--- config.mk ---
export PLATFORM = sky130hd
export DESIGN_NAME = bus_router
export DESIGN_NICKNAME = d
export VERILOG_FILES = /design/src/rtl/ls_pkg.sv /design/src/rtl/bus_router.sv
export VERILOG_INCLUDE_DIRS = /design/src /design/src/include
export SDC_FILE = /design/constraint.sdc
export NUM_CORES = 1
export LEC_CHECK = 0
export ABC_AREA = 1
export BUFFER_PORTS_ARGS = -buffer_cell sky130_fd_sc_hd__buf_2
export CORE_ASPECT_RATIO = 1.25
export CORE_UTILIZATION = 15
export DETAILED_ROUTE_END_ITERATION = 8
export GPL_TIMING_DRIVEN = 0
export PLACE_DENSITY = 0.88
export SLEW_MARGIN = 20
export SYNTH_ARGS = -nofsm -noshare
export SYNTH_HDL_FRONTEND = slang
export SYNTH_SLANG_ARGS = --single-unit
--- constraint.sdc ---
create_clock -name vclk -period 0.8
set_input_delay 0.12 -clock vclk [all_inputs]
set_output_delay 0.12 -clock vclk [all_outputs]
set_load 0.01 [all_outputs]
--- src/include/ls_defs.svh ---
// Shared width, depth and timing macros, included by the load/store RTL and its testbench
`ifndef LS_DEFS_SVH
`define LS_DEFS_SVH

// ==============================
// Bus widths
// ==============================

// Data word, one 16-bit bus beat
`define LS_DATA_W 16

// Word address, physical address bits 19 down to 1
`define LS_WADDR_W 19

// ==============================
// Targets
// ==============================

// RAM decodes this many word address bits and aliases above them
`define LS_RAM_DEPTH_LOG2 10
// Cycles from a new RAM access to its ack
`define LS_RAM_WAIT 2
// Port register index width
`define LS_PORT_CNT_LOG2 4

`endif

--- src/rtl/ls_pkg.sv ---
// Struct types shared by the load/store RTL and testbench, referenced as ls_pkg::name
`include "ls_defs.svh"

package ls_pkg;

  // ==============================
  // Command and response channels
  // ==============================

  // One load or store command from the microcode side
  typedef struct packed {
    logic                  write;    // Store when set, load otherwise
    logic                  io;       // Port space, offset used as address
    logic                  is_8bit;  // Byte access
    logic [15:0]           segment;
    logic [15:0]           offset;
    logic [`LS_DATA_W-1:0] wdata;    // Store data, low byte for byte stores
  } ls_cmd_t;

  // One completion, data register value plus command type echo
  typedef struct packed {
    logic [`LS_DATA_W-1:0] rdata;
    logic                  write;
  } ls_resp_t;

  // ==============================
  // Word bus
  // ==============================

  // Request held by the sequencer for the whole access
  typedef struct packed {
    logic [`LS_WADDR_W-1:0] addr;     // Word address
    logic [`LS_DATA_W-1:0]  wdata;
    logic [1:0]             bytesel;  // Bit 0 is the low lane
    logic                   wr_en;
    logic                   io;       // Selects the port bank
  } bus_req_t;

endpackage

--- src/rtl/bus_router.sv ---
// Bus router: steers each word bus access to the RAM or the port bank by its io flag
`timescale 1ns/1ps
`include "ls_defs.svh"

module bus_router (
  // Sequencer side
  input  logic                  bus_access,
  input  ls_pkg::bus_req_t      bus_req,
  output logic                  bus_ack,
  output logic [`LS_DATA_W-1:0] bus_rdata,
  // Target strobes
  output logic                  ram_access,
  output logic                  port_access,
  // Target returns
  input  logic                  ram_ack,
  input  logic [`LS_DATA_W-1:0] ram_rdata,
  input  logic                  port_ack,
  input  logic [`LS_DATA_W-1:0] port_rdata
);

  // ==============================
  // Request decode
  // ==============================

  // Exactly one target sees the access
  // Request fields go to both targets unchanged
  assign ram_access  = bus_access & ~bus_req.io;
  assign port_access = bus_access & bus_req.io;

  // ==============================
  // Return path
  // ==============================

  // io is held stable until the ack, so the select cannot glitch mid-access
  // Idle bus selects the RAM side, which is quiet then
  always_comb begin
    if (bus_req.io) begin
      bus_ack   = port_ack;
      bus_rdata = port_rdata;
    end else begin
      bus_ack   = ram_ack;
      bus_rdata = ram_rdata;
    end
  end

endmodule

==> impl_metrics.py <==
metrics = {
    "critical_path": {
        "arrival_ns": 0.71,
        "endpoint_kind": "output pin",
        "startpoint_type": "input pin",
        "crit_start": "bus_req[0]",
        "crit_fanout": 6,
        "critPathKind": "in2out",
        "required_ns": 0.68,
    },
    "placement": {
        "dpl_cell_area_um2": 550.5,
        "io_buffers": 55,
        "place_congestion": 0.7165,
        "pre_cts_slack_ns": -0.07130,
        "dp.final_hpwl_um": 852.7,
    },
    "synth": {
        "synth_area_um2": 252.7,
        "yosysTopAreaCell": "nand2_1",
        "synth_top_area_share_pct": 77.23,
        "syn_inst": 59,
        "synth_common_cells": "nand2_1 (52), buf_6 (2), inv_1 (2)",
        "yosys_warnings": 0,
        "synth_area_leaders": "nand2_1 (77%), buf_6 (8.9%), buf_12 (7.9%)",
        "syn_avg_cell_area_um2": 4.284,
        "syn_nets": 133,
        "ys_types": 6,
        "ys_seq_area_share_pct": 0,
        "post-synth-top-count-cell": "nand2_1",
    },
    "drt": {
        "drc": 0,
        "drt_iter0_markers": 1,
        "dr_total_vias": 559,
        "finalWirelength_mm": 1.153,
        "viasPerCell": 4.110,
        "dr.pass1.iters": 2,
        "wire_per_inst_um": 8.478,
        "ant_nets": 0,
    },
    "run_status": {
        "outcome": "complete, but fails checks",
        "violations": "negative setup slack",
    },
    "sta": {
        "max_slew_margin_pct": 92.40,
        "setup_slack_ns": -0.03097,
        "rsz0062_at_grt": "yes",
        "period_share_pct": 103.9,
        "hold_violations": 0,
        "clock.fmax_mhz": 1203,
        "min_period_ns": 0.8310,
        "drv_slew": 0,
        "tightest_slew_ns": 0.1140,
        "setup_viol": 9,
        "holdWs_ns": 0.5134,
    },
    "global_routing": {
        "grt_pass1_wl_mm": 1.483,
        "grt_pass1_vias": 383,
        "antenna_found_initial": 0,
        "grt_max_degree": 11,
        "grt_overflow": 0,
        "grt.total_usage_pct": 10.61,
    },
    "run": {
        "maxCapViolCount": 0,
    },
    "layout": {
        "nClkBuffers": 0,
        "final_util_pct": 45.91,
        "layout.cell_area.non_filler_um2": 716.9,
        "drive_above_1_share_pct": 66.95,
        "seq_cell_count": 0,
        "fin_nets": 194,
        "n_antenna_cell": 0,
        "seq_area_um2": 0,
        "fill_cells": 155,
        "area_delta_synth_final_pct": 183.7,
    },
    "min_path": {
        "holdCritPathClass": "in2out",
        "hold_start": "ram_rdata[8]",
    },
    "floorplanning": {
        "start_util_pct": 16.19,
        "die_y_um": 47.90,
        "die_area_um2": 1854,
        "die_w_um": 38.72,
        "ios": 93,
        "core-area_um2": 1562,
        "rows": 16,
    },
    "clock_tree": {
        "hold_buffers": 0,
    },
    "power": {
        "ir_worst_vdd_mv": 0.2231,
        "power.density_nw_per_um2": 579.4,
        "leakagePower_nw": 0.4784,
    },
}
[area by class of cell]
type                            instances  area [µm²]  area share, %
Timing Repair Buffer                   59       379.1          52.88
Inverter                                3       13.76          1.920
Tap cell                               18       22.52          3.141
Multi-Input combinational cell         53       251.5          35.08
Buffer                                  3       50.05          6.981
[worst paths after layout]
check | cells after the start | end
hold / removal | 4 | bus_rdata[8]
setup / recovery | 6 | bus_rdata[10]
[stage by stage]
stage | setup TNS, ns | power [mW] | instances
global route | -0.6029 | 0.4568 | 136
finish | -0.1933 | 0.4154 | 136
floorplan | 0 | 0.1471 | 59
global placement | -0.5029 | 0.3059 | 132
CTS | -0.1925 | 0.3729 | 135
detailed placement | -0.5905 | 0.3136 | 132
[metal layers]
metal / wire length [µm] / GRT usage, %
met1: 445 / 12.91
met2: 582 / 21.67
met3: 124 / 0
met4: 0 / 0
met5: 0 / 0
[critical path: stages]
cell	delay (ns)
buf_8	0.10
buf_8	0.13
buf_16	0.14
nand2_2	0.05
nand2_1	0.04
buf_2	0.13
[cell usage in the layout (no fill, tap or decap)]
master / instances
nand2_2: 11
nand2_4: 3
buf_6: 5
inv_4: 1
buf_16: 1
nor2_2: 1
nand2_1: 38
inv_1: 1
buf_8: 3
buf_2: 51
inv_2: 1
clkbuf_16: 1
buf_12: 1
[where the power goes]
group | internal [mW] | leakage, nW | switching [mW] | total [mW]
clock | 0 | 0 | 0 | 0
combinational | 0.228 | 0.478 | 0.187 | 0.415
sequential | 0 | 0 | 0 | 0
[kinds of logic after synthesis]
kind of cell	Yosys count	share of synthesized area (%)
buf+inv	6	21.29
simple gates	53	78.71
[repair_timing]
action	4_1_cts	5_1_grt
gates resized for setup	20	11
pin swaps	5	0
gates cloned	2	1
endpoints found under the setup margin	12	13
buffers inserted	1	0
Power figures use the tool's default switching activity.
