**src/include/ls_defs.svh**
```systemverilog
// Shared width, depth and timing macros, included by the load/store RTL and its testbench
`ifndef LS_DEFS_SVH
`define LS_DEFS_SVH

// ==============================
// Bus widths
// ==============================

// Data word, one 16-bit bus beat
`define LS_DATA_W 16

// Word address, physical address bits 19 down to 1
`define LS_WADDR_W 19

// ==============================
// Targets
// ==============================

// RAM decodes this many word address bits and aliases above them
`define LS_RAM_DEPTH_LOG2 10
// Cycles from a new RAM access to its ack
`define LS_RAM_WAIT 2
// Port register index width
`define LS_PORT_CNT_LOG2 4

`endif

```
**src/rtl/ls_pkg.sv**
```systemverilog
// Struct types shared by the load/store RTL and testbench, referenced as ls_pkg::name
`include "ls_defs.svh"

package ls_pkg;

  // ==============================
  // Command and response channels
  // ==============================

  // One load or store command from the microcode side
  typedef struct packed {
    logic                  write;    // Store when set, load otherwise
    logic                  io;       // Port space, offset used as address
    logic                  is_8bit;  // Byte access
    logic [15:0]           segment;
    logic [15:0]           offset;
    logic [`LS_DATA_W-1:0] wdata;    // Store data, low byte for byte stores
  } ls_cmd_t;

  // One completion, data register value plus command type echo
  typedef struct packed {
    logic [`LS_DATA_W-1:0] rdata;
    logic                  write;
  } ls_resp_t;

  // ==============================
  // Word bus
  // ==============================

  // Request held by the sequencer for the whole access
  typedef struct packed {
    logic [`LS_WADDR_W-1:0] addr;     // Word address
    logic [`LS_DATA_W-1:0]  wdata;
    logic [1:0]             bytesel;  // Bit 0 is the low lane
    logic                   wr_en;
    logic                   io;       // Selects the port bank
  } bus_req_t;

endpackage

```
**src/rtl/seg_addr_unit.sv**
```systemverilog
// Address former: registers the word address and alignment of each accepted command
`timescale 1ns/1ps
`include "ls_defs.svh"

module seg_addr_unit (
  input  logic                   clk,
  input  logic                   reset,
  input  logic                   load,
  input  ls_pkg::ls_cmd_t        cmd,
  output logic [`LS_WADDR_W-1:0] word_addr,
  output logic                   unaligned
);

  // Segment times 16 plus offset, shifted right by one
  // Segment part is always even, so only offset bit 0 is lost
  logic [`LS_WADDR_W-1:0] phys_word;

  assign phys_word = {cmd.segment, 3'b000} + {4'b0000, cmd.offset[15:1]};

  // Captured at acceptance, keeps the add off the bus path
  always_ff @(posedge clk or posedge reset) begin
    if (reset) begin
      word_addr <= '0;
      unaligned <= 1'b0;
    end else if (load) begin
      // Port space skips the segment add
      if (cmd.io) begin
        word_addr <= {{(`LS_WADDR_W - 16){1'b0}}, cmd.offset};
      end else begin
        word_addr <= phys_word;  // wraps at 1 MB
      end
      // Sequencer ignores this for ports
      unaligned <= cmd.offset[0];
    end
  end

endmodule

```
**config.mk**
```make
export PLATFORM = sky130hd
export DESIGN_NAME = seg_addr_unit
export DESIGN_NICKNAME = d
export VERILOG_FILES = /design/src/rtl/ls_pkg.sv /design/src/rtl/seg_addr_unit.sv
export VERILOG_INCLUDE_DIRS = /design/src /design/src/include
export SDC_FILE = /design/constraint.sdc
export NUM_CORES = 1
export LEC_CHECK = 0
export BUFFER_PORTS_ARGS = -buffer_cell sky130_fd_sc_hd__buf_2
export CAP_MARGIN = 20
export CORE_ASPECT_RATIO = 2
export CORE_MARGIN = 5
export CORE_UTILIZATION = 49
export DETAILED_ROUTE_END_ITERATION = 12
export PLACE_DENSITY = 0.85
export REMOVE_ABC_BUFFERS = 1
export SLEW_MARGIN = 20
export SYNTH_ARGS = -nofsm -noshare
export SYNTH_HDL_FRONTEND = slang
export SYNTH_SLANG_ARGS = --single-unit
```
**constraint.sdc**
```tcl
create_clock -name clk -period 1.45 [get_ports clk]
set_clock_uncertainty 0.05 [all_clocks]
set_input_delay 0.29 -clock clk [delete_from_list [all_inputs] [get_ports clk]]
set_output_delay 0.29 -clock clk [all_outputs]
set_load 0.05 [all_outputs]
```
==> metrics.txt <==
final worst path period share=1.35; DR iter-0 viols=40; die area=4260 um2; root buffer cell=clkbuf_8; crit path capture type=register; core area=2940 um2; Fillers=184; pin count of the biggest net entering global routing=21; Mapped Cells=159; CTS tree=built; Yosys reg bits=20; cells taking the most area after synthesis=dfrtp_1 (34%), ha_1 (10%), a21oi_1 (8.5%), nor2_1 (5.1%), xnor2_1 (4.8%); vias=1643; Max Cap Viol=0; vias in the first global route=1739; Avg Cell Area, Syn=9.23 um2; failing checks=setup timing; Overflow after GRT=0; Final Hold Viols=0; LEAKAGE=0.00113 uW; share of post-route cells with drive strength above 1=0.506; minimum hold slack=0.233 ns; Die X=48.7 um; Vias/cell=5.81; most frequent cell after synthesis=a21oi_1; row count=28; post-synth top area share=0.341; Rel. slew slack=0.779; Min Clock Period, post-route=1.96 ns; Detail Route Antenna Nets=0; Worst-Margin Slew=0.329 ns; Layout Area Growth over Synthesis=59.2%; Final #Nets=321; I/O pins=74; clk slew on worst S/H paths=0.07 ns; total CTS buffers=3; Setup TNS Final=-4.26 ns; Clock Latency Late Sink=0.25 ns; Hold Path Depth=2; Global Route Usage Sum=0.224; Ant. Diodes=0; Tot Pwr=2140 uW; worst min path class=in2reg; library cells used by synthesis=38; chip height=87.4 um; H-tree Lvls=1; Critical Path Start Type=input port; RSZ-0062 raised after global routing=yes; Post-DP HPWL=3310 um; Synth Flop Type=dfrtp_1; CP required=1.52 ns; status=finished, violations left; CP Data Arrival Time=2.03 ns; min setup slack post-route=-0.509 ns; WL final=4670 um; area leader, netlist=dfrtp_1; worst setup path class=in2reg; Post-synth EDFFs=0; Power Dens Cells=916 nW/um2; clock buffer depth=2; Final Max Slew Viols=0; DR DRC count=0; ys async rst share=1.00; Final setup viols=13; post-synthesis cell area=1470 um2; Initial Util=0.499; Crit Path Max Fanout=3; top achievable clock speed=510 MHz; synth warn=0; first-pass GRT wire length=7630 um; input/output buffers=55; GPL Wtd Cong=0.904; Post-synth top cells=a21oi_1 (25), dfrtp_1 (20), nor2_1 (20); initial antenna violation count=0; DR pass1 iterations=4; clk sink count=20; worst vdd ir=0.000534 V; Worst Reg2Reg Path Length in Cells=2; WL/cell=16.5 um; sequential element share of the synthesized area=0.341
[cells in the final DEF (no fill, tap or decap), types with 3 or more instances in the layout]
master    netlist  routed
buf_4           0      35
ha_4            0       5
o21ai_0         6       4
a21o_1          4       4
xnor2_1         8       6
o31ai_2         1       3
nand4_1         3       3
nor2_1         20      19
dfrtp_1        20      20
and3_1          4       4
buf_8           0       3
ha_1           12       7
buf_6           0       5
buf_2           0      51
clkbuf_8        0       4
inv_1           4       4
a21oi_1        25      23
mux2i_1         6       6
nand2_1         6       5
xor2_1          6       5
[per-stage QoR]
step	setup slack (ns)	instances	util	cell area, um2
5_1_grt	-0.608	283	0.794	2340
4_1_cts	-0.515	283	0.777	2290
6_report	-0.509	283	0.794	2340
3_5_place_dp	-1.10	273	0.685	2020
2_1_floorplan	-0.723	154	-	1450
3_3_place_gp	-0.998	273	0.685	2020
[critical path: stages]
cell	delay (ns)
buf_8	0.10
ha_4	0.16
fa_2	0.35
a21o_1	0.18
a311oi_2	0.28
o21ba_4	0.20
nor2_2	0.04
o22ai_2	0.14
xor2_1	0.16
o221ai_1	0.11
[cell type report]
| type | instances | area (um2) | share of cell area |
|---|---|---|---|
| clock buffer | 4 | 55.1 | 0.0236 |
| sequential | 20 | 500 | 0.214 |
| timing repair buffer | 95 | 629 | 0.269 |
| multi-input combinational | 130 | 1100 | 0.471 |
| tap | 30 | 37.5 | 0.0161 |
| inverter | 4 | 15.0 | 0.00642 |
[registers in the layout, indices dropped and copies added (netlist names)]
register	count
word_addr	19
unaligned	1
[metal layers]
metal,up-vias,GRT usage,wire length [um]
met1,781,0.234,1640
met5,-,0,0
met2,71,0.402,2560
met3,24,0.0326,251
li1,767,-,-
met4,0,0.150,217
[power breakdown]
group	internal, uW	switching [uW]	leakage, uW	total [uW]
Sequential	633	45.1	0.000236	678
Clock	241	171	0.0000288	413
Combinational	410	640	0.000868	1050
Total	1280	856	0.00113	2140
[timing repair]
action / CTS / global route
hold buffers: 1 / 0
setup buffers: 6 / 0
endpoints found under the setup margin: 13 / 14
resized for setup: 29 / 10
pin swaps: 28 / 5
hold endpoints to repair: 20 / 0
[path summary, 6_finish.rpt]
kind                            slack [ns]     startpoint            end
worst max-delay path                 -0.51        cmd[20]  word_addr[13]
worst min-delay path                  0.23        cmd[16]      unaligned
worst max register to register        0.59  word_addr[14]  word_addr[14]
worst min register to register        0.45  word_addr[16]  word_addr[16]
max in group asynchronous             0.61          reset   word_addr[9]
min in group asynchronous             0.54          reset  word_addr[18]
[kinds of logic (layout without fill, tap and decap cells)]
| kind of cell | count (synthesis) | after routing | share of synthesized area |
|---|---|---|---|
| compound gates | 52 | 52 | 0.231 |
| xor+xnor | 14 | 14 | 0.0835 |
| fa+ha+maj | 13 | 13 | 0.116 |
| buf+inv | 9 | 103 | 0.0230 |
| flops | 20 | 20 | 0.341 |
| mux | 8 | 8 | 0.0563 |
| simple gates | 43 | 43 | 0.149 |
No activity file was read; power rests on OpenSTA's default activity.
