### config.mk
export PLATFORM = sky130hd
export DESIGN_NAME = io_port_bank
export DESIGN_NICKNAME = d
export VERILOG_FILES = /design/src/rtl/ls_pkg.sv /design/src/rtl/io_port_bank.sv
export VERILOG_INCLUDE_DIRS = /design/src /design/src/include
export SDC_FILE = /design/constraint.sdc
export NUM_CORES = 1
export LEC_CHECK = 0
export ABC_CLOCK_PERIOD_IN_PS = 21000
export BUFFER_PORTS_ARGS = -buffer_cell sky130_fd_sc_hd__clkbuf_2
export CAP_MARGIN = 20
export CORE_ASPECT_RATIO = 0.8
export CORE_MARGIN = 2
export CORE_UTILIZATION = 65
export DETAILED_ROUTE_END_ITERATION = 6
export GPL_TIMING_DRIVEN = 0
export HOLD_SLACK_MARGIN = 0.06
export PLACE_DENSITY_LB_ADDON = 0.3
export SYNTH_ARGS = -nofsm -noshare
export SYNTH_HDL_FRONTEND = slang
export SYNTH_SLANG_ARGS = --single-unit
### constraint.sdc
create_clock -name clk -period 21 [get_ports clk]
set_input_delay 1.05 -clock clk [delete_from_list [all_inputs] [get_ports clk]]
set_output_delay 1.05 -clock clk [all_outputs]
set_load 0.02 [all_outputs]
### src/include/ls_defs.svh
// Shared width, depth and timing macros, included by the load/store RTL and its testbench
`ifndef LS_DEFS_SVH
`define LS_DEFS_SVH

// ==============================
// Bus widths
// ==============================

// Data word, one 16-bit bus beat
`define LS_DATA_W 16

// Word address, physical address bits 19 down to 1
`define LS_WADDR_W 19

// ==============================
// Targets
// ==============================

// RAM decodes this many word address bits and aliases above them
`define LS_RAM_DEPTH_LOG2 10
// Cycles from a new RAM access to its ack
`define LS_RAM_WAIT 2
// Port register index width
`define LS_PORT_CNT_LOG2 4

`endif

### src/rtl/ls_pkg.sv
// Struct types shared by the load/store RTL and testbench, referenced as ls_pkg::name
`include "ls_defs.svh"

package ls_pkg;

  // ==============================
  // Command and response channels
  // ==============================

  // One load or store command from the microcode side
  typedef struct packed {
    logic                  write;    // Store when set, load otherwise
    logic                  io;       // Port space, offset used as address
    logic                  is_8bit;  // Byte access
    logic [15:0]           segment;
    logic [15:0]           offset;
    logic [`LS_DATA_W-1:0] wdata;    // Store data, low byte for byte stores
  } ls_cmd_t;

  // One completion, data register value plus command type echo
  typedef struct packed {
    logic [`LS_DATA_W-1:0] rdata;
    logic                  write;
  } ls_resp_t;

  // ==============================
  // Word bus
  // ==============================

  // Request held by the sequencer for the whole access
  typedef struct packed {
    logic [`LS_WADDR_W-1:0] addr;     // Word address
    logic [`LS_DATA_W-1:0]  wdata;
    logic [1:0]             bytesel;  // Bit 0 is the low lane
    logic                   wr_en;
    logic                   io;       // Selects the port bank
  } bus_req_t;

endpackage

### src/rtl/io_port_bank.sv
// Port bank target: sixteen 16-bit port registers that ack one cycle after each access
`timescale 1ns/1ps
`include "ls_defs.svh"

module io_port_bank (
  input  logic                  clk,
  input  logic                  reset,
  input  logic                  access,
  input  ls_pkg::bus_req_t      req,
  output logic                  ack,
  output logic [`LS_DATA_W-1:0] rdata
);

  localparam int PORTS = 2 ** `LS_PORT_CNT_LOG2;

  logic [`LS_DATA_W-1:0] ports [PORTS];
  logic [`LS_PORT_CNT_LOG2-1:0] idx;
  logic access_d;
  logic rise;

  // Low address bits pick the port
  assign idx  = req.addr[`LS_PORT_CNT_LOG2-1:0];
  assign rise = access & ~access_d;

  // Ack and read data follow the rise by one cycle
  always_ff @(posedge clk or posedge reset) begin
    if (reset) begin
      access_d <= 1'b0;
      ack      <= 1'b0;
    end else begin
      access_d <= access;
      ack      <= rise;
    end
  end

  // Full word read, the sequencer trims bytes
  always_ff @(posedge clk) begin
    if (rise) rdata <= ports[idx];
  end

  // Per-lane write on the ack cycle
  always_ff @(posedge clk or posedge reset) begin
    if (reset) begin
      for (int i = 0; i < PORTS; i++) ports[i] <= '0;
    end else if (ack && access && req.wr_en) begin
      if (req.bytesel[0]) ports[idx][7:0]  <= req.wdata[7:0];
      if (req.bytesel[1]) ports[idx][15:8] <= req.wdata[15:8];
    end
  end

endmodule

==> flow_metrics.tcl <==
set metrics [dict create \
    p_switching_uw 263 \
    pre_cts_ws_ns 17.57 \
    status "finished, final reports clean" \
    rsz0062_at_grt "false" \
    synth_top_area_share_pct 51.8 \
    end_kind "register" \
    diodes 0 \
    min_to "ports[81]" \
    worst-setup-path-type "in -> reg" \
    fp.dieW_um 159 \
    grt.total_usage_pct 30.1 \
    r2r-end "ports[74]" \
    drt_iter0_markers 734 \
    antenna_left 0 \
    clk_transition_reported_paths_ns 0.06 \
    synth_edf_count 16 \
    drc 0 \
    yosys_most_used_dff "dfrtp_1" \
    portBuffers 40 \
    fp.coreArea_um2 18900 \
    setup_tns_ns 0 \
    synth.most_common_cell "dfrtp_1" \
    hold_depth 1 \
    syn_nets 783 \
    crit_arrival_ns 3.30 \
    hp-class "reg -> reg" \
    cts_tree "yes" \
    hold_buffers 0 \
    area_delta_synth_final_pct 11.2 \
    combPwrFrac_pct 8.2 \
    hp-start "ports[81]" \
    intPower_uw 855 \
    final_hold_viol_count 0 \
    start_util_pct 65.9 \
    dieArea_um2 20300 \
    p_clk_share_pct 40.7 \
    r2r_start "ack" \
    num_vias 7222 \
    slew_viol_final 0 \
    required_ns 21.27 \
    final-seq-area_um2 6940 \
    r2r_cells 3 \
    synth.cell_area_um2 12500 \
    ys_seq_elements 274 \
    swShare_pct 23.6 \
    avgSynthCellArea_um2 16.8 \
    cts_buffer_depth 3 \
    cts_buffers 27 \
    h-tree-depth 1 \
    via_per_inst 6.63 \
    start_kind "input pin" \
    max_clock_freq_mhz 330 \
    antenna_found_initial 1 \
    ys_top_cells_by_count "dfrtp_1 (258), mux2_2 (238), mux4_2 (64)" \
    place_hpwl_um 19200 \
    worst_pin_slew_ns 1.03 \
    clock_latency_ns 0.54 \
    post_cts_resized 0 \
    io_pins 59 \
    async_reset_ff_share_pct 94.2 \
    yosysSeqAreaShare_pct 55.6 \
    cp_max_fo 10 \
    finalNetCount 855 \
    p_leak_nw 6.64 \
    yosys.area.top_type "dfrtp_1" \
    syn_inst 741 \
    setup_viol_count_final 0 \
    die_h_um 128 \
    power_frac_seq_pct 51.1 \
    finalWorstSetupSlack_ns 17.97 \
    grt_pass1_vias 7752 \
    power_density_nw_per_um2 80.6 \
    cap_violations 0 \
    drtPass1Iterations 5 \
    synthDistinctLibCells 26 \
    drive_gt1_share_pct 54.2 \
    fill_cells 1191 \
    grt_pass1_wl_um 46000 \
    multi_input_area_um2 5290 \
    tritoncts_num_sinks 274 \
    grt.overflow.total 0 \
    postCtsSetupBuffers 0 \
    ir_drop_uv 59.8 \
    yosys_warnings 0 \
    routed_wl_um 29100 \
    place_congestion 0.830 \
    wire_per_inst_um 26.7 \
    slew-limit-headroom_pct 31.6 \
    finClkSkew_ns 0.00914 \
    r2r_setup_slack_ns 18.82 \
    fin_crit_ns 3.03 \
    yosys-top-cells-area "dfrtp_1 (52%), mux2_2 (21%), mux4_2 (12%)" \
    root_buffer "clkbuf_16" \
    rows 45 \
    period_share_pct 14.4 \
    grt_max_degree 145 \
]
logic make-up after synthesis:
| family | synth area share (%) |
|---|---|
| multiplexers | 35.2 |
| buffers and inverters | 1.98 |
| AND/OR/NAND/NOR | 5.32 |
| flip-flops | 55.6 |
| AO/OA/AOI/OAI | 1.93 |
final cells by class:
type | instances | share of cell area, %
Clock inverter | 8 | 0.505
Clock buffer | 40 | 5.37
Tap cell | 258 | 2.33
Inverter | 1 | 0.0812
Timing Repair Buffer | 43 | 1.83
Sequential cell | 274 | 50.0
Buffer | 49 | 1.75
Multi-Input combinational cell | 417 | 38.1
per-layer routing:
metal | vias up | global-route usage (%) | routed length [um]
met3 | 62 | 6.92 | 2480
li1 | 2960 | - | -
met2 | 309 | 44.7 | 13200
met5 | - | 0.239 | 0
met4 | 0 | 7.27 | 658
met1 | 3891 | 46.2 | 12800
worst max-delay path by stage:
stage / to / start / cells past startpoint / slack [ns]
2_1_floorplan: access_d / reset / 1 / 12.85
3_3_place_gp: ports[202] / reset / 2 / 10.96
3_5_place_dp: rdata[0] / req[21] / 6 / 17.57
4_1_cts: rdata[0] / req[21] / 6 / 18.10
5_1_grt: rdata[0] / req[21] / 6 / 17.99
6_report: rdata[0] / req[21] / 6 / 17.97
layout by cell type (no fill, tap or decap), types with 2 or more instances in the layout:
cell type / synthesis / routed
a22oi_1: 32 / 32
buf_1: 2 / 2
buf_2: 11 / 11
buf_4: 4 / 4
buf_6: 4 / 5
clkbuf_1: 28 / 39
clkbuf_16: 0 / 27
clkbuf_2: 0 / 40
clkbuf_8: 0 / 2
clkinv_1: 0 / 2
clkinv_2: 0 / 3
dfrtp_1: 258 / 258
edfxtp_1: 16 / 16
mux2_1: 2 / 2
mux2_2: 238 / 238
mux2_4: 16 / 16
mux4_2: 64 / 64
nand2_1: 17 / 17
nand2_2: 2 / 2
nand2b_1: 5 / 5
nand4_4: 2 / 2
nor2b_1: 3 / 2
nor3_2: 7 / 7
nor3_4: 21 / 21
nor4_4: 2 / 2
or4_1: 2 / 2
power groups by stage:
stage | Clock (mW) | Sequential [mW] | Combinational (mW)
3_5_place_dp | 0 | 0.580 | 0.0911
4_1_cts | 0.458 | 0.571 | 0.0920
3_3_place_gp | 0 | 0.578 | 0.0857
5_1_grt | 0.483 | 0.573 | 0.0989
6_report | 0.455 | 0.571 | 0.0917
2_1_floorplan | 0 | 0.578 | 0.0634
state kept, by name, summed over array words and instances (netlist names):
signal    flops
access_d      1
ack           1
ports       256
rdata        16
metrics by stage:
step | util (%) | hold slack, ns | area [um^2] | power (mW) | cells
after CTS | 73.3 | 0.500 | 13900 | 1.12 | 1089
after detailed placement | 69.0 | 0.487 | 13000 | 0.671 | 1041
after global routing | 73.3 | 0.509 | 13900 | 1.16 | 1090
after global placement | 68.7 | 0.465 | 13000 | 0.663 | 1039
final | 73.3 | 0.501 | 13900 | 1.12 | 1090
after floorplan | - | 0.452 | 12500 | 0.641 | 741
critical path, stage by stage:
cell	delay (ns)
buf_4	0.17
buf_2	0.32
clkbuf_1	0.81
mux4_2	0.44
a22oi_1	0.40
nand2_1	0.11
(Power assumes the default switching activity.)
