File: src/include/ls_defs.svh
// Shared width, depth and timing macros, included by the load/store RTL and its testbench
`ifndef LS_DEFS_SVH
`define LS_DEFS_SVH

// ==============================
// Bus widths
// ==============================

// Data word, one 16-bit bus beat
`define LS_DATA_W 16

// Word address, physical address bits 19 down to 1
`define LS_WADDR_W 19

// ==============================
// Targets
// ==============================

// RAM decodes this many word address bits and aliases above them
`define LS_RAM_DEPTH_LOG2 10
// Cycles from a new RAM access to its ack
`define LS_RAM_WAIT 2
// Port register index width
`define LS_PORT_CNT_LOG2 4

`endif

File: src/rtl/ls_pkg.sv
// Struct types shared by the load/store RTL and testbench, referenced as ls_pkg::name
`include "ls_defs.svh"

package ls_pkg;

  // ==============================
  // Command and response channels
  // ==============================

  // One load or store command from the microcode side
  typedef struct packed {
    logic                  write;    // Store when set, load otherwise
    logic                  io;       // Port space, offset used as address
    logic                  is_8bit;  // Byte access
    logic [15:0]           segment;
    logic [15:0]           offset;
    logic [`LS_DATA_W-1:0] wdata;    // Store data, low byte for byte stores
  } ls_cmd_t;

  // One completion, data register value plus command type echo
  typedef struct packed {
    logic [`LS_DATA_W-1:0] rdata;
    logic                  write;
  } ls_resp_t;

  // ==============================
  // Word bus
  // ==============================

  // Request held by the sequencer for the whole access
  typedef struct packed {
    logic [`LS_WADDR_W-1:0] addr;     // Word address
    logic [`LS_DATA_W-1:0]  wdata;
    logic [1:0]             bytesel;  // Bit 0 is the low lane
    logic                   wr_en;
    logic                   io;       // Selects the port bank
  } bus_req_t;

endpackage

File: src/rtl/load_store_fsm.sv
// Load/store sequencer: takes a command, runs one or two bus phases, holds the response
`timescale 1ns/1ps
`include "ls_defs.svh"

module load_store_fsm (
  input  logic                   clk,
  input  logic                   reset,
  // Command channel
  input  logic                   cmd_valid,
  input  ls_pkg::ls_cmd_t        cmd,
  output logic                   cmd_ready,
  // Response channel
  output logic                   resp_valid,
  output ls_pkg::ls_resp_t       resp,
  input  logic                   resp_ready,
  // Address unit
  input  logic [`LS_WADDR_W-1:0] word_addr,
  input  logic                   unaligned,
  output logic                   addr_load,
  // Word bus
  output logic                   bus_access,
  output ls_pkg::bus_req_t       bus_req,
  input  logic                   bus_ack,
  input  logic [`LS_DATA_W-1:0]  bus_rdata
);

  // ==============================
  // State and command registers
  // ==============================

  typedef enum logic [2:0] {
    S_IDLE,
    S_ISSUE,    // First access cycle of phase one
    S_WAIT1,    // Phase one waits for ack
    S_GAP,      // Access low between split phases
    S_ISSUE2,   // First access cycle of phase two
    S_WAIT2,    // Phase two waits for ack
    S_RESP      // Response held until accepted
  } state_t;

  state_t state;

  // Latched command type
  logic op_write;
  logic op_io;
  logic op_8bit;

  // Data register, store data or assembled load data
  logic [`LS_DATA_W-1:0] data_reg;

  logic accept;
  logic split;      // Unaligned word, two byte phases
  logic high_lane;  // Unaligned byte, high lane only
  logic phase2;

  // ==============================
  // Handshakes and decode
  // ==============================

  assign cmd_ready  = (state == S_IDLE);
  assign accept     = cmd_valid & cmd_ready;
  assign addr_load  = accept;

  // Ports are never split and always use the low lanes
  assign split      = ~op_io & unaligned & ~op_8bit;
  assign high_lane  = ~op_io & unaligned & op_8bit;

  assign phase2     = (state == S_ISSUE2) || (state == S_WAIT2);
  assign bus_access = (state == S_ISSUE) || (state == S_WAIT1) || phase2;

  assign resp_valid = (state == S_RESP);
  assign resp.rdata = data_reg;
  assign resp.write = op_write;

  // ==============================
  // Bus request
  // ==============================

  // All fields zero whenever no access is running
  always_comb begin
    bus_req = '0;
    if (bus_access) begin
      bus_req.io    = op_io;
      bus_req.wr_en = op_write;
      if (phase2) begin
        // High byte of the word goes to the low lane of the next word
        bus_req.addr    = word_addr + 1'b1;
        bus_req.bytesel = 2'b01;
        if (op_write) begin
          bus_req.wdata = {8'h00, data_reg[15:8]};
        end
      end else if (split || high_lane) begin
        // Low byte rides the high lane of the first word
        bus_req.addr    = word_addr;
        bus_req.bytesel = 2'b10;
        if (op_write) begin
          bus_req.wdata = {data_reg[7:0], 8'h00};
        end
      end else begin
        bus_req.addr    = word_addr;
        bus_req.bytesel = op_8bit ? 2'b01 : 2'b11;
        if (op_write) begin
          bus_req.wdata = op_8bit ? {8'h00, data_reg[7:0]} : data_reg;
        end
      end
    end
  end

  // ==============================
  // Sequencer
  // ==============================

  always_ff @(posedge clk or posedge reset) begin
    if (reset) begin
      state    <= S_IDLE;
      op_write <= 1'b0;
      op_io    <= 1'b0;
      op_8bit  <= 1'b0;
    end else begin
      case (state)
        S_IDLE: begin
          if (accept) begin
            op_write <= cmd.write;
            op_io    <= cmd.io;
            op_8bit  <= cmd.is_8bit;
            state    <= S_ISSUE;
          end
        end
        // Targets never ack in the first access cycle
        S_ISSUE:  state <= S_WAIT1;
        S_WAIT1: begin
          if (bus_ack) begin
            state <= split ? S_GAP : S_RESP;
          end
        end
        S_GAP:    state <= S_ISSUE2;
        S_ISSUE2: state <= S_WAIT2;
        S_WAIT2: begin
          if (bus_ack) begin
            state <= S_RESP;
          end
        end
        S_RESP: begin
          if (resp_ready) begin
            state <= S_IDLE;
          end
        end
        default:  state <= S_IDLE;
      endcase
    end
  end

  // Data register, loaded with store data at acceptance
  // Loads assemble bytes from each ack and zero-extend byte results
  always_ff @(posedge clk) begin
    if (accept) begin
      data_reg <= cmd.wdata;
    end else if (bus_ack && !op_write) begin
      if (state == S_WAIT1) begin
        if (split) begin
          data_reg[7:0] <= bus_rdata[15:8];  // high byte follows in phase two
        end else if (high_lane) begin
          data_reg <= {8'h00, bus_rdata[15:8]};
        end else if (op_8bit) begin
          data_reg <= {8'h00, bus_rdata[7:0]};
        end else begin
          data_reg <= bus_rdata;
        end
      end else if (state == S_WAIT2) begin
        data_reg[15:8] <= bus_rdata[7:0];
      end
    end
  end

endmodule

File: config.mk
export PLATFORM = sky130hd
export DESIGN_NAME = load_store_fsm
export DESIGN_NICKNAME = d
export VERILOG_FILES = /design/src/rtl/ls_pkg.sv /design/src/rtl/load_store_fsm.sv
export VERILOG_INCLUDE_DIRS = /design/src /design/src/include
export SDC_FILE = /design/constraint.sdc
export NUM_CORES = 1
export LEC_CHECK = 0
export ABC_AREA = 1
export CELL_PAD_IN_SITES_DETAIL_PLACEMENT = 2
export CELL_PAD_IN_SITES_GLOBAL_PLACEMENT = 2
export CORE_AREA = 2 2 91 93
export CTS_CLUSTER_SIZE = 10
export DETAILED_ROUTE_END_ITERATION = 8
export DIE_AREA = 0 0 93 95
export DONT_BUFFER_PORTS = 1
export MAX_ROUTING_LAYER = met4
export PLACE_DENSITY_LB_ADDON = 0.1
export SYNTH_ARGS = -nofsm -noshare
export SYNTH_HDL_FRONTEND = slang
export SYNTH_SLANG_ARGS = --single-unit
File: constraint.sdc
create_clock -name clk -period 2.4 [get_ports clk]
set_clock_uncertainty 0.2 [all_clocks]
set_input_delay 0.36 -clock clk [delete_from_list [all_inputs] [get_ports clk]]
set_output_delay 0.36 -clock clk [all_outputs]
set_load 0.05 [all_outputs]
==> impl_results.md, run 1 <==
* Commonest non-fill, non-tap cells in the layout: 129 x nand2_1, 66 x nor2_1, 52 x buf_4
* Final Cell Area at between 0.002 and 0.003 mm²
* Commonest non-fill, non-tap cell in the layout: nand2_1
* Uppermost layer routed: met4
* Largest net degree at the start of global routing at 33
* DR WL met3 at 416 µm
* DRC errors left at 0
* Syn. warnings at 0
* Sw Share at 61.85%
* Clk slew on worst S/H paths at roughly 80 ps
* Pwr dens at 1770 mW/mm²
* Layout cells sized above 1 at 25.35%
* Die area at 0.008835 mm²
* H-Tree Depth at 1
* Cell count after synthesis at ~370
* Clock sink count at 22
* Sequential power share at 15.1%
* TritonCTS clock tree: yes
* WHS Path Cells at 1
* Fmax at approximately 420 MHz
* P_leak at 1.480 nW
* I/O pin cnt at 152
* R2R cell count at 7
* Period utilization at between 90% and 100%
* Final WL at 8.697 mm
* Status: completed
* DR vias at 2630
* Setup-failing EPs final at 0
* First-pass GRT wire length at 14.23 mm
* Rows at 33
* Detailed-route wire length per cell at 16.26 µm
* Area grow syn2layout at 35.88%
* Cell area after synthesis at 0.002207 mm²
* WL met2 at 4.753 mm
* Distinct cell type count after synthesis at 31
* Layout Nets at about 520
* Fin. max-slew vios at 0
* CP Max Fanout at 21
* Syn_nets at 465
* Yosys reg bits at 22
* Clock Latency Late Sink at around 260 ps
* Category of the most critical setup path: flop to output port
* Max Buffers Root-to-Sink at 2
* RSZ-0062 raised after global routing: yes
* Layout Cells excl Fill at 535
* Iter 0 DRT Violations at 56
* CTS Buf Count at 3
* Maximum VDD drop at 0.5922 mV
* Combinational share of power at 80.5%
* Max Cap Viol at 0
* Switching Power at roughly 3.3 mW
* Sequential area share after synthesis at about 29%
* Period minus WS final at approximately 2400 ps
* CP startpoint kind: flop
* Hold Violations, Final at 0
* # fillers at just under 1000
* Wl on met1 at between 3 and 4 mm
* Worst min path class: primary input to flop
* Ant diodes at 0
* Post-route setup slack at around 24 ps
* Core area at 0.007928 mm²
* Clock share of power at 4.4%
* Initial antenna violation count at 0
* Port Buffers at 0
* Total iterations of the first detailed-routing run at 4
* Detailed Place HPWL at 7.099 mm
* Grt ovf at 0
* Max FFs per register at 16
* DP Area at 0.002841 mm²
* Pwr Total at around 5.3 mW
* DIE WIDTH at 93 µm
* Inst Count DP at 525
* Placer Congestion at around 0.84
* Cell Int Power at 2.025 mW
* Die Ht at 95 µm
* Initial Util at 27.84%
* Crit path DAT at between 1500 and 2000 ps
* Routed Antenna Nets at 0
* Worst-Margin Slew at between 500 and 600 ps
* DP Worst Slack at 109.4 ps
* CTS root buffer: clkbuf_8
* Syn Area/Cell at approximately 5.9 µm²
* Vias in the first global route at 2876
* Crit path capture type: output port
* DR vias/cell at 4.916
* Worst slew margin at between 60% and 70%
* CP Data Required Time at 1840 ps
* GR Util All Layers at 20.44%
stage by stage:
| stage | hold WS, ps | utilization (%) | TNS, ps |
|---|---|---|---|
| after detailed placement | -5.013 | 35.84 | 0 |
| final | 18.63 | 37.83 | 0 |
| after floorplan | -49.04 | - | -0.7889 |
| after global placement | -6.113 | 35.84 | 0 |
| after global routing | 10.98 | 37.83 | -874.8 |
| after CTS | 16.53 | 37.03 | 0 |
cell type report:
class                   instances  area (µm²)  area share, %
multi-input cells             295        1391          46.39
repair buffers                 66       625.6          20.86
well taps                     105       131.4          4.380
inverters                      43       171.4          5.715
clock inverters                 1       3.754         0.1252
clock buffers                   3       41.29          1.377
flip-flops and latches         22       634.4          21.15
kinds of logic after synthesis:
kind of cell	synth area share (%)
AOI/OAI and AO/OA	11.91
adders and majority gates	0.5668
buffers and inverters	11.73
DFF	28.57
and+or+nand+nor	47.22
critical path: stages (launching register included):
cell and delay (ps):
dfrtp_2 470, nor2_2 160, inv_1 100, nor2_4 120
nor2_4 70, inv_8 130, o21ai_2 120, nor2_1 180
buf_6 190
synth_stat cells (all sizes together):
cell type	count	area share [%]
clkinv	1	0.17
o211ai	1	0.34
clkbuf	2	0.34
nor3	1	0.23
nor2	84	15
ha	1	0.57
edfxtp	16	22
o21ai	21	5.3
o21bai	1	0.34
a31oi	16	4.8
nand4	1	0.28
inv	42	7.3
a21oi	5	1.1
nand3	27	6.6
buf	11	4.0
dfrtp	6	6.8
or2	1	0.28
nand2	133	24
nor3b	2	0.68
path summary, 6_finish.rpt:
| path | to | slack [ps] | startpoint |
|---|---|---|---|
| max in group asynchronous | op_write$_DFFE_PP0P_ | 1480 | reset |
| min | state[0]$_DFFE_PP0P_ | 20 | bus_ack |
| max | bus_req[10] | 20 | state[1]$_DFFE_PP0P_ |
| min reg2reg | state[1]$_DFFE_PP0P_ | 400 | state[1]$_DFFE_PP0P_ |
| max reg2reg | data_reg[8]$_DFFE_PP_ | 420 | op_io$_DFFE_PP0P_ |
| min in group asynchronous | op_io$_DFFE_PP0P_ | 270 | reset |
metal layers:
| layer | vias up | track usage (%) |
|---|---|---|
| met5 | - | - |
| met4 | 0 | 3.309 |
| met3 | 4 | 1.915 |
| met2 | 69 | 39.49 |
| met1 | 1265 | 23.18 |
| li1 | 1292 | - |
power groups by stage:
stage	registers, mW	logic [mW]	clock network [mW]
floorplan	1.02	2.66	0
global placement	0.790	4.03	0
detailed placement	0.812	4.13	0
CTS	0.797	4.23	0.231
global route	0.827	4.58	0.252
finish	0.802	4.27	0.231
repair_timing:
item                       4_1_cts  5_1_grt
gates cloned                     0        1
setup endpoints to repair       28       30
hold endpoints to repair         6        0
pin swaps                        1        3
setup buffers                    3        1
gates resized for setup          7       17
hold buffers                     1        0
No activity file was read; power rests on OpenSTA's default activity.
==> inputs of run 2 (changes only) <==
- CORE_AREA: 2 2 91 93 -> 2 2 89 91
- CTS_BUF_LIST: unset -> sky130_fd_sc_hd__clkbuf_2
- CTS_CLUSTER_DIAMETER: unset -> 40
- DIE_AREA: 0 0 93 95 -> 0 0 91 93
==> run 2 against run 1 <==
The flow now finishes with violations (negative setup slack); sequential cell count stayed put; fmax is 2.1% lower; power is 13% higher; critical path depth is 2 higher; clock power is 17% higher; non-clock buffer count is 17 higher; first-iteration DRC count is 39% lower; setup slack worse by 52 ps; global-route usage is 1.0 points higher; die area is 4.2% lower; combinational power is 16% higher.
==> impl_results.md, run 2 (synthesis gave the netlist of run 1 again) <==
* DRC errors left at 0 (unchanged)
* Max Cap Viol at 0 (unchanged)
* Failing checks: negative setup slack
* Highest-delay cell along the critical path: dfrtp_2 (unchanged)
* Detailed-route wire length per cell at 17.47 µm (was 16.26 µm)
* TritonCTS clock tree: yes (unchanged)
* Crit path capture type: output port (unchanged)
* H-Tree Depth at 1 (unchanged)
* DR WL met3 at 464 µm (was 416 µm)
* FF-to-FF End: data_reg[8]$_DFFE_PP_ (unchanged)
* WL met2 at 5.138 mm (was 4.753 mm)
* RSZ-0062 raised after global routing: yes (unchanged)
* Fmax at 412.0 MHz (was 420.9 MHz)
* Setup-failing EPs final at 9 (was 0)
* Seq. cell area at 635.6 µm² (was 634.4 µm²)
* CTS root buffer: clkbuf_2 (was clkbuf_8)
* Commonest non-fill, non-tap cells in the layout: 127 x nand2_1, 52 x nor2_1, 40 x buf_4 (was 129 x nand2_1, 66 x nor2_1, 52 x buf_4)
* Core area at 0.007527 mm² (was 0.007928 mm²)
* Min Hold Slack at 68.35 ps (was 18.63 ps)
* DR vias at 2721 (was 2630)
* Initial antenna violation count at 0 (unchanged)
* Clk slew on worst S/H paths at 250 ps (was 80 ps)
* Period utilization at 101.1% (was 98.99%)
* Layout cells sized above 1 at 32.96% (was 25.35%)
* Largest net degree at the start of global routing at 33 (unchanged)
* Pwr dens at 1774 mW/mm² (was 1770 mW/mm²)
* Initial Util at 29.32% (was 27.84%)
* Period minus WS final at 2427 ps (was 2376 ps)
* Worst path bufs/invs at 5 (was 3)
* Worst min path class: primary input to flop (unchanged)
* Routed Antenna Nets at 0 (unchanged)
* I/O pin cnt at 152 (unchanged)
* CTS Buf Count at 3 (unchanged)
* GR Util All Layers at 21.46% (was 20.44%)
* WHS Path Cells at 2 (was 1)
* Maximum VDD drop at 0.7257 mV (was 0.5922 mV)
* Clock Latency Late Sink at 340 ps (was 260 ps)
* P_leak at 1.598 nW (was 1.480 nW)
* Hold_sp: bus_rdata[3] (was bus_ack)
* DIE WIDTH at 91 µm (was 93 µm)
* Category of the most critical setup path: flop to output port (unchanged)
* R2R cell count at 8 (was 7)
* Hold Violations, Final at 0 (unchanged)
* Commonest non-fill, non-tap cell in the layout: nand2_1 (unchanged)
* Total iterations of the first detailed-routing run at 4 (unchanged)
* Worst r2r src: state[1]$_DFFE_PP0P_ (was op_io$_DFFE_PP0P_)
* CP startpoint kind: flop (unchanged)
* Grt ovf at 0 (unchanged)
* Area of the multi-input gates at 0.001508 mm² (was 0.001391 mm²)
* CP peak stage delay at 520 ps (was 470 ps)
* Ant diodes at 0 (unchanged)
* Clock sink count at 22 (unchanged)
* Area grow syn2layout at 53.63% (was 35.88%)
* Pwr Total at 6.015 mW (was 5.308 mW)
* Worst path cell trace: inv_4, nor2_4, nand2_4, nand2_4, nor2_4, buf_12, inv_8, o21ai_4, inv_2, buf_12 (was nor2_2, inv_1, nor2_4, nor2_4, inv_8, o21ai_2, nor2_1, buf_6)
* Flop2flop setup slack at 340 ps (was 420 ps)
* Detailed Place HPWL at 6.996 mm (was 7.099 mm)
* # fillers at 919 (was 992)
* Uppermost layer routed: met4 (unchanged)
* Placer Congestion at 0.7986 (was 0.8358)
* Vias in the first global route at 2946 (was 2876)
* Max Buffers Root-to-Sink at 2 (unchanged)
* CP Data Required Time at 1840 ps (about the same)
* Die Ht at 93 µm (was 95 µm)
* Fin. max-slew vios at 0 (unchanged)
* Layout Nets at 543 (was 524)
* DR vias/cell at 4.938 (was 4.916)
* Post-route setup slack at -27.40 ps (was 24.14 ps)
* Final WL at 9.625 mm (was 8.697 mm)
* Rows at 32 (was 33)
* Iter 0 DRT Violations at 34 (was 56)
* Max FFs per register at 16 (unchanged)
* Port Buffers at 0 (unchanged)
* Top delay family on crit path: buffers and inverters (was simple AND/OR/NAND/NOR gates)
* Worst-Margin Slew at 502.0 ps (was 506.4 ps)
* CP Max Fanout at 6 (was 21)
* First-pass GRT wire length at 14.55 mm (was 14.23 mm)
* Status: finished, violations left (was completed)
* Worst Hold Endpoint: data_reg[3]$_DFFE_PP_ (was state[0]$_DFFE_PP0P_)
* Die area at 0.008463 mm² (was 0.008835 mm²)
* Wl on met1 at 3.897 mm (was 3.465 mm)
* Crit path DAT at 1870 ps (was 1820 ps)
* Worst slew margin at 66.53% (was 66.24%)
[run 2: cell types whose count changed in the layout (fill, tap and decap cells not counted), sizes merged]
cell and delta:
dlygate4sd3 +4, bufinv +1, clkinv -1, buf +13, inv +2
[run 2: worst max-delay path by stage]
stage	start	end	cells past startpoint	slack, ps
after global routing	state[1]$_DFFE_PP0P_	bus_req[2]	10	-130
after floorplan	state[2]$_DFFE_PP0P_	bus_req[27]	9	-0.8
final	state[1]$_DFFE_PP0P_	bus_req[2]	10	-30
after detailed placement	state[1]$_DFFE_PP0P_	bus_req[11]	8	170
after CTS	state[1]$_DFFE_PP0P_	bus_req[38]	8	0.6
after global placement	state[1]$_DFFE_PP0P_	bus_req[11]	8	190
[run 2: power breakdown]
part	switching [mW]	internal, mW	total [mW]
combinational	3.27	1.66	4.94
clock	0.127	0.143	0.271
sequential	0.181	0.627	0.808
total	3.58	2.43	6.01
[run 2: area by class of cell]
class,count,share of cell area [%]
multi-input cells,295,44.47
repair buffers,83,25.90
flip-flops and latches,22,18.75
inverters,43,5.351
well taps,102,3.764
clock inverters,1,0.8856
clock buffers,3,0.4428
repair inverters,2,0.4428
[run 2: worst reg2reg max path: stages, from the launching register on]
cell and delay, ps:
dfrtp_2 500, inv_4 70, nor2_4 120, nand2_4 70, buf_4 130, buf_4 170, nand2_1 110, nand3_1 90
nand2_1 290
[run 2: stage by stage]
step / utilization, % / setup TNS (ps) / instances / area (µm²) / worst slack (ps)
final: 45.05 / -140.8 / 551 / 3391 / -27.40
after global routing: 45.05 / -2833 / 551 / 3391 / -125.2
after CTS: 40.59 / 0 / 537 / 3055 / 0.5880
after detailed placement: 38.00 / 0 / 525 / 2860 / 173.8
after global placement: 38.00 / 0 / 525 / 2860 / 191.8
after floorplan: - / -0.7889 / 372 / 2235 / -0.7889
[run 2: what timing repair did]
action / in CTS / in global routing
cloned: 0 / 3
hold endpoints to repair: 10 / 0
hold buffers: 5 / 0
gates resized for setup: 26 / 64
pin swaps: 1 / 11
endpoints found under the setup margin: 31 / 39
buffers inserted: 3 / 11
[run 2: routing by layer]
metal  global-route usage, %  vias to the layer above
li1                        -                     1334
met1                   24.90                     1292
met5                       -                        -
met2                   39.94                       87
met4                   4.924                        0
met3                   2.337                        8
==> inputs of run 3 (changes only) <==
==> constraint.sdc (replaced) <==
create_clock -name clk -period 2.6 [get_ports clk]
set_clock_uncertainty 0.2 [all_clocks]
set_input_delay 0.39 -clock clk [delete_from_list [all_inputs] [get_ports clk]]
set_output_delay 0.39 -clock clk [all_outputs]
set_load 0.01 [all_outputs]
==> run 3 against run 2 <==
The flow now finishes without violations; register-to-register slack better by 230 ps; wire length decreased by 21%; critical path depth shrank 2; design area decreased by 30%; critical path type unchanged; critical endpoint is now bus_req[10]; highest routed layer unchanged.
==> impl_results.md, run 3 (synthesis gave the netlist of run 1 again) <==
* Max Cap Viol at 0 (unchanged)
* RSZ-0062 raised after global routing: yes (unchanged)
* Layout Nets at 466 (was 543)
* Layout cells sized above 1 at 9.140% (was 32.96%)
* Clk slew on worst S/H paths at 220 ps (was 250 ps)
* Grt ovf at 0 (unchanged)
* GR Util All Layers at 18.13% (was 21.46%)
* Worst Hold Endpoint: data_reg[1]$_DFFE_PP_ (was data_reg[3]$_DFFE_PP_)
* Period utilization at a little over nine tenths
* Port Buffers at 0 (unchanged)
* Pwr dens at 1103 mW/mm² (was 1774 mW/mm²)
* Iter 0 DRT Violations at 45 (was 34)
* CP startpoint kind: flop (unchanged)
* Final Cell Area at 0.002362 mm² (was 0.003391 mm²)
* H-Tree Depth at 1 (unchanged)
* Detailed Place HPWL at 6.426 mm (was 6.996 mm)
* Core area at 0.007527 mm² (unchanged)
* DIE WIDTH at 91 µm (unchanged)
* Worst path bufs/invs at 2 (was 5)
* Initial Util at 29.32% (unchanged)
* Vias in the first global route at 2520 (was 2946)
* Max Buffers Root-to-Sink at 2 (unchanged)
* CTS Buf Count at 3 (unchanged)
* Max FFs per register at 16 (unchanged)
* CP peak stage delay at 480 ps (was 520 ps)
* CP Max Fanout at 20 (was 6)
* Commonest non-fill, non-tap cells in the layout: 129 x nand2_1, 72 x nor2_1, 36 x inv_1 (was 127 x nand2_1, 52 x nor2_1, 40 x buf_4)
* DR vias/cell at 4.954 (was 4.938)
* I/O pin cnt at 152 (unchanged)
* DP Worst Slack at 302.0 ps (was 173.8 ps)
* P_leak at 1.132 nW (was 1.598 nW)
* Setup bufs post-CTS at 0 (was 3)
* Final WL at 7.643 mm (was 9.625 mm)
* Flop2flop setup slack at 570 ps (was 340 ps)
* CTS root buffer: clkbuf_2 (unchanged)
* Top delay family on crit path: simple AND/OR/NAND/NOR gates (was buffers and inverters)
* Post-route setup slack at 128.5 ps (was -27.40 ps)
* Fin. max-slew vios at 0 (unchanged)
* Highest-delay cell along the critical path: dfrtp_1 (was dfrtp_2)
* DR vias at 2348 (was 2721)
* Initial antenna violation count at 0 (unchanged)
* Worst path cell trace: inv_2, nor2_4, nand2_4, nand2_4, nor2_4, inv_6, o21ai_4, nor2_1 (was inv_4, nor2_4, nand2_4, nand2_4, nor2_4, buf_12, inv_8, o21ai_4, inv_2, buf_12)
* Util after Layout at 31.38% (was 45.05%)
* Status: completed (was finished, violations left)
* Category of the most critical setup path: flop to output port (unchanged)
* Clock Latency Late Sink at 320 ps (was 340 ps)
* Ant diodes at 0 (unchanged)
* Worst slew margin at 55.45% (was 66.53%)
* Worst r2r src: state[1]$_DFFE_PP0P_ (unchanged)
* Maximum VDD drop at 0.3774 mV (was 0.7257 mV)
* Die Ht at 93 µm (unchanged)
* Period minus WS final at 2471 ps
* Crit path DAT at 1880 ps (was 1870 ps)
* WHS Path Cells at 2 (unchanged)
* FF-to-FF End: data_reg[13]$_DFFE_PP_ (was data_reg[8]$_DFFE_PP_)
* TritonCTS clock tree: yes (unchanged)
* Hold Violations, Final at 0 (unchanged)
* Largest net degree at the start of global routing at 33 (unchanged)
* Die area at 0.008463 mm² (unchanged)
* DRC errors left at 0 (unchanged)
* First-pass GRT wire length at 12.37 mm (was 14.55 mm)
* Routed Antenna Nets at 0 (unchanged)
* Area grow syn2layout at 7.030% (was 53.63%)
* TNS Setup at 0 ps (was -140.8 ps)
* Commonest non-fill, non-tap cell in the layout: nand2_1 (unchanged)
* Crit path capture type: output port (unchanged)
* Worst-Margin Slew at 668.3 ps (was 502.0 ps)
* Fmax at 404.6 MHz
* Rows at 32 (unchanged)
* Total iterations of the first detailed-routing run at 4 (unchanged)
* CP Data Required Time at 2010 ps (was 1840 ps)
* Placer Congestion at 0.7590 (was 0.7986)
* Setup-failing EPs final at 0 (was 9)
* Worst min path class: primary input to flop (unchanged)
* DP Area at 0.002270 mm² (was 0.002860 mm²)
* R2R cell count at 7 (was 8)
* Detailed-route wire length per cell at 16.12 µm (was 17.47 µm)
* Hold_sp: bus_rdata[1] (was bus_rdata[3])
* Clock sink count at 22 (unchanged)
## run 3: worst reg2reg max path, cell delays in order (launching register included)
cell and delay (ps):
dfrtp_1 480, nor2_1 160, nand2_1 130, nor2_4 240, inv_2 90, buf_4 240, nor2_1 160, a31oi_1 70
## run 3: per-layer routing
| metal | GRT usage, % | routed length, µm | vias up |
|---|---|---|---|
| li1 | - | - | 1173 |
| met1 | 21.41 | 3339 | 1099 |
| met2 | 32.28 | 3777 | 70 |
| met3 | 2.981 | 419 | 6 |
| met4 | 4.672 | 108 | 0 |
| met5 | - | 0 | - |
## run 3: through the flow
| step | total power [mW] | hold WS, ps | instances |
|---|---|---|---|
| detailed placement | 2.480 | 19.00 | 465 |
| global route | 2.864 | 112.9 | 474 |
| CTS | 2.656 | 109.1 | 474 |
| floorplan | 2.128 | -19.04 | 372 |
| finish | 2.605 | 121.4 | 474 |
| global placement | 2.414 | 28.26 | 465 |
## run 3: cell type report
class                           count  area (µm²)
Multi-Input combinational cell    294        1338
Inverter                           43       166.4
Sequential cell                    22       631.9
Tap cell                          102       127.6
Clock buffer                        3       15.01
Timing Repair Buffer                9       80.08
Fill cell                         993        5165
Clock inverter                      1       3.754
## run 3: worst max path at each step
stage	from	to	slack (ps)	cells past startpoint
floorplan	state[2]$_DFFE_PP0P_	bus_req[35]	730	9
global placement	state[2]$_DFFE_PP0P_	bus_req[4]	360	6
detailed placement	state[1]$_DFFE_PP0P_	bus_req[7]	300	7
finish	state[1]$_DFFE_PP0P_	bus_req[10]	130	8
global route	state[1]$_DFFE_PP0P_	bus_req[10]	-4	7
CTS	state[1]$_DFFE_PP0P_	bus_req[11]	50	8
## run 3: power breakdown
| part | switching, mW | internal, mW |
|---|---|---|
| sequential | 0.209 | 0.577 |
| clock | 0.104 | 0.0335 |
| combinational | 1.23 | 0.447 |
## run 3: repair_timing
action	in CTS	in global routing
hold buffers	5	0
endpoints found under the setup margin	10	4
gates resized for setup	7	4
endpoints found under the hold margin	10	0
